==> src/rtl/dispatch_params.svh <==
`ifndef DISPATCH_PARAMS_SVH
`define DISPATCH_PARAMS_SVH

//////////////////////////////////////////////////////////////////////
// Issue front sizing and PC sequencing
//////////////////////////////////////////////////////////////////////

// Entries in the instruction pair buffer, must be a power of two
`define BUF_DEPTH 8

// PC given to the first word pushed after reset
`define RESET_PC 32'h1c00_0000

// Distance between consecutive instruction PCs
`define PC_STEP 32'd4

`endif

==> src/rtl/isa_pkg.sv <==
package isa_pkg;

    //////////////////////////////////////////////////////////////////////
    // Major opcodes and instruction classes
    //////////////////////////////////////////////////////////////////////

    // All-zero word decodes as NOP
    typedef enum logic [5:0] {
        NOP  = 6'h00,
        ADD  = 6'h01,
        SUB  = 6'h02,
        AND  = 6'h03,
        OR   = 6'h04,
        ADDI = 6'h08,
        MUL  = 6'h0c,
        DIV  = 6'h0d,
        LD   = 6'h10,
        ST   = 6'h11,
        B    = 6'h14,
        BEQ  = 6'h16,
        BNE  = 6'h17
    } opcode_e;

    typedef enum logic [2:0] {
        ALU    = 3'd0,
        BRANCH = 3'd1,
        LOAD   = 3'd2,
        STORE  = 3'd3,
        MULDIV = 3'd4
    } inst_class_e;

    //////////////////////////////////////////////////////////////////////
    // Instruction word views
    //////////////////////////////////////////////////////////////////////

    // Register-register format
    typedef struct packed {
        opcode_e     opcode;
        logic [10:0] spare;
        logic [4:0]  rk;
        logic [4:0]  rj;
        logic [4:0]  rd;
    } inst_reg_view_t;

    // 12-bit immediate format
    typedef struct packed {
        opcode_e     opcode;
        logic [3:0]  spare;
        logic [11:0] imm;
        logic [4:0]  rj;
        logic [4:0]  rd;
    } inst_imm_view_t;

    typedef union packed {
        inst_reg_view_t r;
        inst_imm_view_t i;
    } inst_word_u;

endpackage

==> src/rtl/issue_pkg.sv <==
package issue_pkg;

    //////////////////////////////////////////////////////////////////////
    // Decoded instruction as seen by dispatch and the lanes
    //////////////////////////////////////////////////////////////////////

    typedef struct packed {
        isa_pkg::inst_class_e inst_class;
        logic [4:0]           rd;
        logic [4:0]           rj;
        // Second source, also carries rd for stores and compare branches
        logic [4:0]           rk;
        logic                 reads_rk;
        logic                 writes_rd;
        logic [11:0]          imm;
        logic [31:0]          pc;
    } decoded_inst_t;

    // Instructions taken from the buffer head this cycle, 0 to 2
    typedef logic [1:0] issue_cnt_t;

endpackage

==> src/rtl/dual_issue_top.sv <==
`timescale 1ns/100ps

module dual_issue_top (
    input  logic                     clk,
    input  logic                     i_arst_n,
    input  logic                     i_inst_valid,
    input  isa_pkg::inst_word_u      i_inst,
    input  logic                     i_exec_stall,
    output logic                     o_inst_ready,
    output logic                     o_lane0_valid,
    output issue_pkg::decoded_inst_t o_lane0_inst,
    output logic                     o_lane1_valid,
    output issue_pkg::decoded_inst_t o_lane1_inst
);
    import isa_pkg::*;
    import issue_pkg::*;

    logic          slot_a_valid;
    inst_word_u    slot_a_word;
    logic [31:0]   slot_a_pc;
    logic          slot_b_valid;
    inst_word_u    slot_b_word;
    logic [31:0]   slot_b_pc;
    decoded_inst_t dec_a;
    decoded_inst_t dec_b;
    issue_cnt_t    issue_cnt;
    logic          issue_a;
    logic          issue_b;

    inst_pair_buffer u_buffer (
        .clk            (clk),
        .i_arst_n       (i_arst_n),
        .i_inst_valid   (i_inst_valid),
        .i_inst         (i_inst),
        .i_issue_cnt    (issue_cnt),
        .o_inst_ready   (o_inst_ready),
        .o_slot_a_valid (slot_a_valid),
        .o_slot_a_word  (slot_a_word),
        .o_slot_a_pc    (slot_a_pc),
        .o_slot_b_valid (slot_b_valid),
        .o_slot_b_word  (slot_b_word),
        .o_slot_b_pc    (slot_b_pc)
    );

    pair_decoder u_decoder (
        .i_slot_a_word (slot_a_word),
        .i_slot_a_pc   (slot_a_pc),
        .i_slot_b_word (slot_b_word),
        .i_slot_b_pc   (slot_b_pc),
        .o_dec_a       (dec_a),
        .o_dec_b       (dec_b)
    );

    issue_dispatch u_dispatch (
        .clk            (clk),
        .i_arst_n       (i_arst_n),
        .i_slot_a_valid (slot_a_valid),
        .i_slot_b_valid (slot_b_valid),
        .i_dec_a        (dec_a),
        .i_dec_b        (dec_b),
        .i_exec_stall   (i_exec_stall),
        .o_issue_cnt    (issue_cnt),
        .o_issue_a      (issue_a),
        .o_issue_b      (issue_b)
    );

    exec_lane_regs u_lanes (
        .clk           (clk),
        .i_arst_n      (i_arst_n),
        .i_exec_stall  (i_exec_stall),
        .i_issue_a     (issue_a),
        .i_issue_b     (issue_b),
        .i_dec_a       (dec_a),
        .i_dec_b       (dec_b),
        .o_lane0_valid (o_lane0_valid),
        .o_lane0_inst  (o_lane0_inst),
        .o_lane1_valid (o_lane1_valid),
        .o_lane1_inst  (o_lane1_inst)
    );

endmodule

==> src/rtl/exec_lane_regs.sv <==
`timescale 1ns/100ps

module exec_lane_regs (
    input  logic                     clk,
    input  logic                     i_arst_n,
    input  logic                     i_exec_stall,
    input  logic                     i_issue_a,
    input  logic                     i_issue_b,
    input  issue_pkg::decoded_inst_t i_dec_a,
    input  issue_pkg::decoded_inst_t i_dec_b,
    output logic                     o_lane0_valid,
    output issue_pkg::decoded_inst_t o_lane0_inst,
    output logic                     o_lane1_valid,
    output issue_pkg::decoded_inst_t o_lane1_inst
);

    // Lane valids, an idle issue cycle loads zeros
    always_ff @(posedge clk or negedge i_arst_n) begin
        if (!i_arst_n) begin
            o_lane0_valid <= 1'b0;
            o_lane1_valid <= 1'b0;
        end else if (!i_exec_stall) begin
            o_lane0_valid <= i_issue_a;
            o_lane1_valid <= i_issue_b;
        end
    end

    // Lane 0 always takes the older instruction
    always_ff @(posedge clk) begin
        if (!i_exec_stall) begin
            o_lane0_inst <= i_dec_a;
            o_lane1_inst <= i_dec_b;
        end
    end

endmodule

==> src/rtl/inst_pair_buffer.sv <==
`timescale 1ns/100ps
`include "dispatch_params.svh"

module inst_pair_buffer (
    input  logic                  clk,
    input  logic                  i_arst_n,
    input  logic                  i_inst_valid,
    input  isa_pkg::inst_word_u   i_inst,
    input  issue_pkg::issue_cnt_t i_issue_cnt,
    output logic                  o_inst_ready,
    output logic                  o_slot_a_valid,
    output isa_pkg::inst_word_u   o_slot_a_word,
    output logic [31:0]           o_slot_a_pc,
    output logic                  o_slot_b_valid,
    output isa_pkg::inst_word_u   o_slot_b_word,
    output logic [31:0]           o_slot_b_pc
);
    import isa_pkg::*;

    localparam int PTR_W = $clog2(`BUF_DEPTH);
    localparam int CNT_W = PTR_W + 1;
    localparam logic [CNT_W-1:0] FULL_CNT = CNT_W'(`BUF_DEPTH);

    inst_word_u       word_mem [`BUF_DEPTH];
    logic [31:0]      pc_mem [`BUF_DEPTH];
    logic [PTR_W-1:0] wr_ptr;
    logic [PTR_W-1:0] rd_ptr;
    logic [PTR_W-1:0] rd_ptr_b;
    logic [CNT_W-1:0] count;
    logic [31:0]      next_pc;
    logic             push;

    assign o_inst_ready = (count != FULL_CNT);
    assign push         = i_inst_valid & o_inst_ready;

    // Two oldest entries, B follows A in program order
    assign rd_ptr_b       = rd_ptr + 1'b1;
    assign o_slot_a_valid = (count != '0);
    assign o_slot_b_valid = (count > CNT_W'(1));
    assign o_slot_a_word  = word_mem[rd_ptr];
    assign o_slot_a_pc    = pc_mem[rd_ptr];
    assign o_slot_b_word  = word_mem[rd_ptr_b];
    assign o_slot_b_pc    = pc_mem[rd_ptr_b];

    //////////////////////////////////////////////////////////////////////
    // Pointers and occupancy
    //////////////////////////////////////////////////////////////////////

    always_ff @(posedge clk or negedge i_arst_n) begin
        if (!i_arst_n) begin
            wr_ptr  <= '0;
            rd_ptr  <= '0;
            count   <= '0;
            next_pc <= `RESET_PC;
        end else begin
            if (push) begin
                wr_ptr  <= wr_ptr + 1'b1;
                next_pc <= next_pc + `PC_STEP;
            end
            // Retire what dispatch took, push and retire may overlap
            rd_ptr <= rd_ptr + PTR_W'(i_issue_cnt);
            count  <= count + CNT_W'(push) - CNT_W'(i_issue_cnt);
        end
    end

    // Word storage tagged with its PC
    always_ff @(posedge clk) begin
        if (push) begin
            word_mem[wr_ptr] <= i_inst;
            pc_mem[wr_ptr]   <= next_pc;
        end
    end

endmodule

==> src/rtl/issue_dispatch.sv <==
`timescale 1ns/100ps

module issue_dispatch (
    input  logic                     clk,
    input  logic                     i_arst_n,
    input  logic                     i_slot_a_valid,
    input  logic                     i_slot_b_valid,
    input  issue_pkg::decoded_inst_t i_dec_a,
    input  issue_pkg::decoded_inst_t i_dec_b,
    input  logic                     i_exec_stall,
    output issue_pkg::issue_cnt_t    o_issue_cnt,
    output logic                     o_issue_a,
    output logic                     o_issue_b
);
    import isa_pkg::*;
    import issue_pkg::*;

    // Load issued in the previous cycle
    logic       last_ld;
    logic [4:0] last_rd;

    logic lock_a;
    logic lock_b;
    logic a_not_alu;
    logic double_br;
    logic raw_ab;
    logic load_a;
    logic load_b;

    // Source match through rj, or through rk when the op uses it
    function automatic logic reads_reg(decoded_inst_t d, logic [4:0] r);
        return (d.rj == r) || (d.reads_rk && (d.rk == r));
    endfunction

    //////////////////////////////////////////////////////////////////////
    // Pairing rules
    //////////////////////////////////////////////////////////////////////

    assign lock_a    = last_ld && reads_reg(i_dec_a, last_rd);
    assign lock_b    = last_ld && reads_reg(i_dec_b, last_rd);
    assign a_not_alu = (i_dec_a.inst_class != ALU);
    assign double_br = (i_dec_a.inst_class == BRANCH) && (i_dec_b.inst_class == BRANCH);
    // r0 never carries a dependency
    assign raw_ab    = i_dec_a.writes_rd && (i_dec_a.rd != '0)
                       && reads_reg(i_dec_b, i_dec_a.rd);

    always_comb begin
        o_issue_a = 1'b0;
        o_issue_b = 1'b0;
        if (i_slot_a_valid && !i_exec_stall && !lock_a) begin
            o_issue_a = 1'b1;
            o_issue_b = i_slot_b_valid && !lock_b && !a_not_alu
                        && !double_br && !raw_ab;
        end
    end

    assign o_issue_cnt = issue_cnt_t'(o_issue_a) + issue_cnt_t'(o_issue_b);

    //////////////////////////////////////////////////////////////////////
    // Load-use interlock state
    //////////////////////////////////////////////////////////////////////

    assign load_a = o_issue_a && (i_dec_a.inst_class == LOAD) && (i_dec_a.rd != '0);
    assign load_b = o_issue_b && (i_dec_b.inst_class == LOAD) && (i_dec_b.rd != '0);

    // Rewritten every cycle, so an idle cycle drops the interlock
    always_ff @(posedge clk or negedge i_arst_n) begin
        if (!i_arst_n) begin
            last_ld <= 1'b0;
            last_rd <= '0;
        end else begin
            last_ld <= load_a | load_b;
            last_rd <= load_a ? i_dec_a.rd : i_dec_b.rd;
        end
    end

endmodule

==> src/rtl/pair_decoder.sv <==
`timescale 1ns/100ps

module pair_decoder (
    input  isa_pkg::inst_word_u      i_slot_a_word,
    input  logic [31:0]              i_slot_a_pc,
    input  isa_pkg::inst_word_u      i_slot_b_word,
    input  logic [31:0]              i_slot_b_pc,
    output issue_pkg::decoded_inst_t o_dec_a,
    output issue_pkg::decoded_inst_t o_dec_b
);
    import isa_pkg::*;
    import issue_pkg::*;

    function automatic decoded_inst_t decode(inst_word_u w, logic [31:0] pc);
        decoded_inst_t d;
        d.inst_class = ALU;
        d.rd         = w.r.rd;
        d.rj         = w.r.rj;
        d.rk         = '0;
        d.reads_rk   = 1'b0;
        d.writes_rd  = 1'b0;
        d.imm        = '0;
        d.pc         = pc;
        case (w.r.opcode)
            ADD, SUB, AND, OR: begin
                d.rk        = w.r.rk;
                d.reads_rk  = 1'b1;
                d.writes_rd = 1'b1;
            end
            ADDI: begin
                d.imm       = w.i.imm;
                d.writes_rd = 1'b1;
            end
            MUL, DIV: begin
                d.inst_class = MULDIV;
                d.rk         = w.r.rk;
                d.reads_rk   = 1'b1;
                d.writes_rd  = 1'b1;
            end
            LD: begin
                d.inst_class = LOAD;
                d.imm        = w.i.imm;
                d.writes_rd  = 1'b1;
            end
            // Store data register sits in rd, read through the rk slot
            ST: begin
                d.inst_class = STORE;
                d.imm        = w.i.imm;
                d.rk         = w.i.rd;
                d.reads_rk   = 1'b1;
            end
            // Compare branches test rj against rd
            BEQ, BNE: begin
                d.inst_class = BRANCH;
                d.imm        = w.i.imm;
                d.rk         = w.i.rd;
                d.reads_rk   = 1'b1;
            end
            B: begin
                d.inst_class = BRANCH;
                d.imm        = w.i.imm;
            end
            // NOP and unknown opcodes behave as an ALU op with no write
            default: begin
                d.inst_class = ALU;
            end
        endcase
        return d;
    endfunction

    assign o_dec_a = decode(i_slot_a_word, i_slot_a_pc);
    assign o_dec_b = decode(i_slot_b_word, i_slot_b_pc);

endmodule

==> config.mk <==
export PLATFORM = sky130hd
export DESIGN_NAME = dual_issue_top
export DESIGN_NICKNAME = d
export VERILOG_FILES = /design/src/rtl/isa_pkg.sv /design/src/rtl/issue_pkg.sv /design/src/rtl/dual_issue_top.sv /design/src/rtl/exec_lane_regs.sv /design/src/rtl/inst_pair_buffer.sv /design/src/rtl/issue_dispatch.sv /design/src/rtl/pair_decoder.sv
export VERILOG_INCLUDE_DIRS = /design/src /design/src/rtl
export SDC_FILE = /design/constraint.sdc
export NUM_CORES = 1
export LEC_CHECK = 0
export BUFFER_PORTS_ARGS = -buffer_cell sky130_fd_sc_hd__buf_2
export CAP_MARGIN = 20
export CORE_MARGIN = 5
export CORE_UTILIZATION = 60
export DETAILED_ROUTE_END_ITERATION = 8
export GPL_TIMING_DRIVEN = 0
export PLACE_DENSITY = 0.87
export SYNTH_ARGS = -nofsm -noshare
export SYNTH_HDL_FRONTEND = slang
export SYNTH_HIERARCHICAL = 1
export SYNTH_SLANG_ARGS = --single-unit
==> constraint.sdc <==
create_clock -name clk -period 10.8 [get_ports clk]
set_input_delay 1.62 -clock clk [delete_from_list [all_inputs] [get_ports clk]]
set_output_delay 1.62 -clock clk [all_outputs]
set_load 0.1 [all_outputs]
---- Word-level counts from Yosys, hierarchy flattened ----
Memories as Yosys holds them, arrays and structs flattened. A register that Yosys moved wholly into a read port is not among the register bits.
Cells that the tools add are included.
word-level totals
  logic and storage cells ................. 125
  register bits after elaboration ......... 114
  input bits .............................. 36
  output and inout port bits .............. 131
  memory bits (writable) .................. 512
  memories kept ........................... 2
operators by class
  muxes and demuxes ....................... 11
  reductions and logical operators ........ 45
  add/subtract/negate cells ............... 7
  bitwise gates (word level) .............. 2
  order comparisons ....................... 1
  eq/ne operators ......................... 35
memory list
  memory             words  bits a word  rd ports  clocked after memory_dff  wr ports  line                    text
  u_buffer.pc_mem    8      32           2         2                         1         inst_pair_buffer.sv:25  logic [31:0] pc_mem [`BUF_DEPTH];
  u_buffer.word_mem  8      32           2         0                         1         inst_pair_buffer.sv:24  inst_word_u word_mem [`BUF_DEPTH];
operator list
  kind                                                                             number
  6-bit by 5-bit == test with 1-bit output, second input constant                  10
  6-bit by 4-bit == test with 1-bit output, second input constant                  6
  32-bit by 3-bit adder with 32-bit output, second input constant                  1
  5-bit == test                                                                    6
  6-bit by 2-bit == test with 1-bit output, second input constant                  4
  3-bit one-hot mux with 4 select lines                                            2
  6-bit one-hot mux with 2 select lines                                            2
  6-bit OR reduction                                                               4
  1-bit logical AND                                                                18
  8-bit OR reduction                                                               2
  6-bit by 1-bit == test with 1-bit output, second input constant                  2
  6-bit by 3-bit == test with 1-bit output, second input constant                  2
  3-bit OR reduction                                                               4
  5-bit nonzero test                                                               2
  1-bit logical NOT                                                                8
  3-bit by 1-bit adder with 3-bit output, second input constant                    2
  3-bit by 1-bit == test with 1-bit output, second input constant                  2
  3-bit by 2-bit == test with 1-bit output, second input constant                  2
  1-bit 2-to-1 mux                                                                 6
  5-bit 2-to-1 mux                                                                 1
  4-bit by 1-bit adder with 4-bit output                                           1
  4-bit by 1-bit greater-than comparator with 1-bit output, second input constant  1
  4-bit inequality test, second input constant                                     1
  4-bit nonzero test                                                               1
  8 further kinds                                                                  11

---- Logic depth before layout (Yosys ltp) ----
An unclocked memory read counts as a cell.
  depth in word-level cells ............... 18
  gate-level depth with buffers ........... 22
  mapped depth without buffers ............ 17

---- Modules after synthesis ----
Netlist, hierarchy kept.
by module, submodules not included
  module            area an instance (µm²)  sequential area each (µm²)  cells each  times used
  inst_pair_buffer  24,319.6                15,899.0                    1,120       1
  exec_lane_regs    3,920.0                 3,893.7                     133         1
  pair_decoder      1,809.2                 0.0                         280         1
  issue_dispatch    680.7                   150.1                       76          1

---- Least setup slack after synthesis ----
Ideal clock, no wire load.
  path kind ............................... input to register
  start ................................... input port i_inst_valid
  end ..................................... memory u_buffer.pc_mem[2][10] (enable)
  setup time .............................. 0.657 ns
  slack ................................... 1.718 ns
  buffers on the path ..................... 1
  required time ........................... 10.143 ns
  stages .................................. 4
  arrival time ............................ 8.425 ns
  cell sequence ........................... nor2b_1 buf_2 inv_1 nor4b_1
between the ends
  cells in the longest elaborated chain, start to end .. 3
ends and longest elaborated chain
  what                                    line                    text
  start, declared                         dual_issue_top.sv:6     input logic i_inst_valid,
  1-bit AND                               inst_pair_buffer.sv:34  assign push = i_inst_valid & o_inst_ready;
  1-bit 2-to-1 mux                        inst_pair_buffer.sv:68  if (push) begin
  1-bit 2-to-1 mux (implied by the code)  inst_pair_buffer.sv:70  pc_mem[wr_ptr] <= next_pc;
  end, declared                           inst_pair_buffer.sv:25
No other way between the ends.

==> flow_metrics.py <==
metrics = {
    "outcome": {
        "status": "finished clean",
    },
    "clock_tree": {
        "clock_path_buffers": 3,
        "htreeDepth": 2,
        "cts_inserted_buffers": 61,
        "clk_latency_ps": 640,
        "cts_hold_buf": 0,
        "cts.clk_slew.worst_paths_ps": 60,
        "postCtsSetupBuffers": 0,
        "cts_resized": 0,
        "clockRootBuffer": "clkbuf_16",
        "clock-sinks": 640,
        "cts_tree": "done",
    },
    "timing": {
        "fin_crit_ps": 6301,
        "slew_viol_final": 0,
        "hold_violations": 0,
        "clock.fmax_mhz": 158.7,
        "finalCritPeriodShare": 0.5834,
        "max_slew.worst_pin.slew_ps": 1128,
        "relSlewSlack": 0.2445,
        "tns_ps": 0,
        "rsz0062_at_grt": "false",
        "setup_viol": 0,
        "fin_skew_ps": 26.52,
    },
    "detailed_routing": {
        "first_iter_violations": 2072,
        "drc": 0,
        "routed_wl_um": 71310,
        "vias": 17020,
        "ant_nets": 0,
        "firstDrtPassIters": 5,
        "viasPerCell": 6.752,
        "wl_per_cell_um": 28.30,
    },
    "min_path": {
        "hp-class": "flop to flop",
    },
    "setup_path": {
        "cp_slowest_cell": "or4_1",
        "critPathLaunchType": "flop",
        "worstPathMaxFanout": 10,
        "criticalPathCategory": "flop to flop",
        "critPathTopFamily": "buffers and inverters",
        "cp_num_buf_inv": 6,
        "max_stage_delay_ps": 530,
        "endpoint_kind": "flop",
        "required_ps": 11350,
        "cp_data_arrival_time_ps": 6850,
        "path_cells": "ha_1, buf_2, buf_2, clkbuf_1, mux4_2, mux2_2, buf_2, or3b_1, a21o_1, o22ai_1, nand2b_1, o221ai_1, or4_1, a21oi_1, nor3_1, buf_4, inv_1, ha_1, ha_1, a21o_1, a21oi_1, xor2_1",
    },
    "grt": {
        "grt_max_degree": 66,
        "grt_pass1_vias": 17570,
        "overflow": 0,
        "antenna_found_initial": 5,
        "grt_use_total": 0.2690,
        "grt_first_pass_wirelength_um": 108200,
    },
    "floorplan": {
        "die_area_mm2": 0.05338,
        "pin_count": 167,
        "die_width_um": 231.1,
        "die_h_um": 231.1,
        "start_util": 0.6027,
        "rows": 81,
        "coreArea_mm2": 0.04865,
    },
    "placement": {
        "portBuffers": 162,
        "dp_hpwl_um": 47450,
        "routabilityCongestion": 0.9249,
    },
    "synth": {
        "syn_inst": 1553,
        "postSynthAreaPerCell_um2": 18.88,
        "yosys_warnings": 6,
        "syn_area_mm2": 0.02932,
    },
    "layout": {
        "fillers": 2874,
        "final_nets": 1891,
        "syn_to_final_growth_pct": 14.91,
        "drive_above_1_share": 0.4480,
    },
    "run": {
        "cap_violations": 0,
    },
}
[registers in the layout, summed over array words and instances, names as in the netlist, 3 cells and up]
register,count
u_buffer/word_mem,224
u_buffer/pc_mem,240
u_buffer/rd_ptr,3
u_buffer/next_pc,30
u_buffer/wr_ptr,3
u_buffer/count,4
u_lanes/o_lane0_inst,64
u_dispatch/last_rd,5
u_lanes/o_lane1_inst,64
[layout by cell type, fill, tap and decap left out, types with 25 or more instances in the layout]
cell	count
buf_2	221
mux2_2	123
clkbuf_16	65
buf_6	41
nand3_1	58
xnor2_1	37
nand3b_1	25
nand2_1	31
dfrtp_1	45
mux4_2	232
edfxtp_1	592
inv_1	31
buf_4	111
clkbuf_1	37
[stage by stage]
step | area (um2) | cells | hold slack (ps) | worst slack [ps] | util
after floorplan | 29330 | 1556 | 488.8 | 2140 | -
after global placement | 30920 | 2340 | 485.3 | -4402 | 0.6356
after detailed placement | 31630 | 2400 | 496.9 | 4673 | 0.6502
after CTS | 33680 | 2515 | 509.8 | 4606 | 0.6923
after global routing | 33680 | 2516 | 515.7 | 4246 | 0.6923
final | 33690 | 2520 | 509.2 | 4499 | 0.6925
[final timing paths]
path                                        from  cells after the start                    end  slack (ps)
setup / recovery              u_buffer/rd_ptr[0]                     22      u_buffer/count[3]        4500
hold / removal             u_lanes/o_lane0_valid                      1  u_lanes/o_lane0_valid         510
setup reg to reg              u_buffer/rd_ptr[0]                     22      u_buffer/count[3]        4500
hold reg to reg            u_lanes/o_lane0_valid                      1  u_lanes/o_lane0_valid         510
max in group asynchronous               i_arst_n                      2   u_buffer/next_pc[28]        9120
min in group asynchronous               i_arst_n                      1   u_buffer/next_pc[23]        1030
[routing by layer]
layer | up-vias | share of wire | GRT usage
li1 | 6869 | - | -
met1 | 8697 | 0.35 | 0.3415
met2 | 1234 | 0.52 | 0.4650
met3 | 210 | 0.10 | 0.06162
met4 | 6 | 0.035 | 0.09082
met5 | - | 0.00060 | 0
[cell type report]
cell class                      instances  area (um2)  area share
Inverter                               32       125.1    0.003714
Multi-Input combinational cell        704        9110      0.2704
Clock inverter                         31       327.8    0.009731
Clock buffer                           84        1718     0.05099
Tap cell                              622       778.2     0.02310
Antenna cell                            5       12.51   0.0003714
Buffer                                180        1162     0.03450
Sequential cell                       640       18980      0.5635
Timing Repair Buffer                  222        1473     0.04371
[worst register-to-register path: cells and delay by family, from the launching register on]
kind,cells,cell delay [ps]
muxes,2,740
adders and majority gates,3,890
DFF,1,420
and+or+nand+nor,4,1220
AOI/OAI and AO/OA,6,1310
buffers and inverters,6,1480
xor gates and xnor gates,1,160
Power is not shown: default switching activity piles up to over one toggle a cycle in this logic, so the estimate is an artifact.
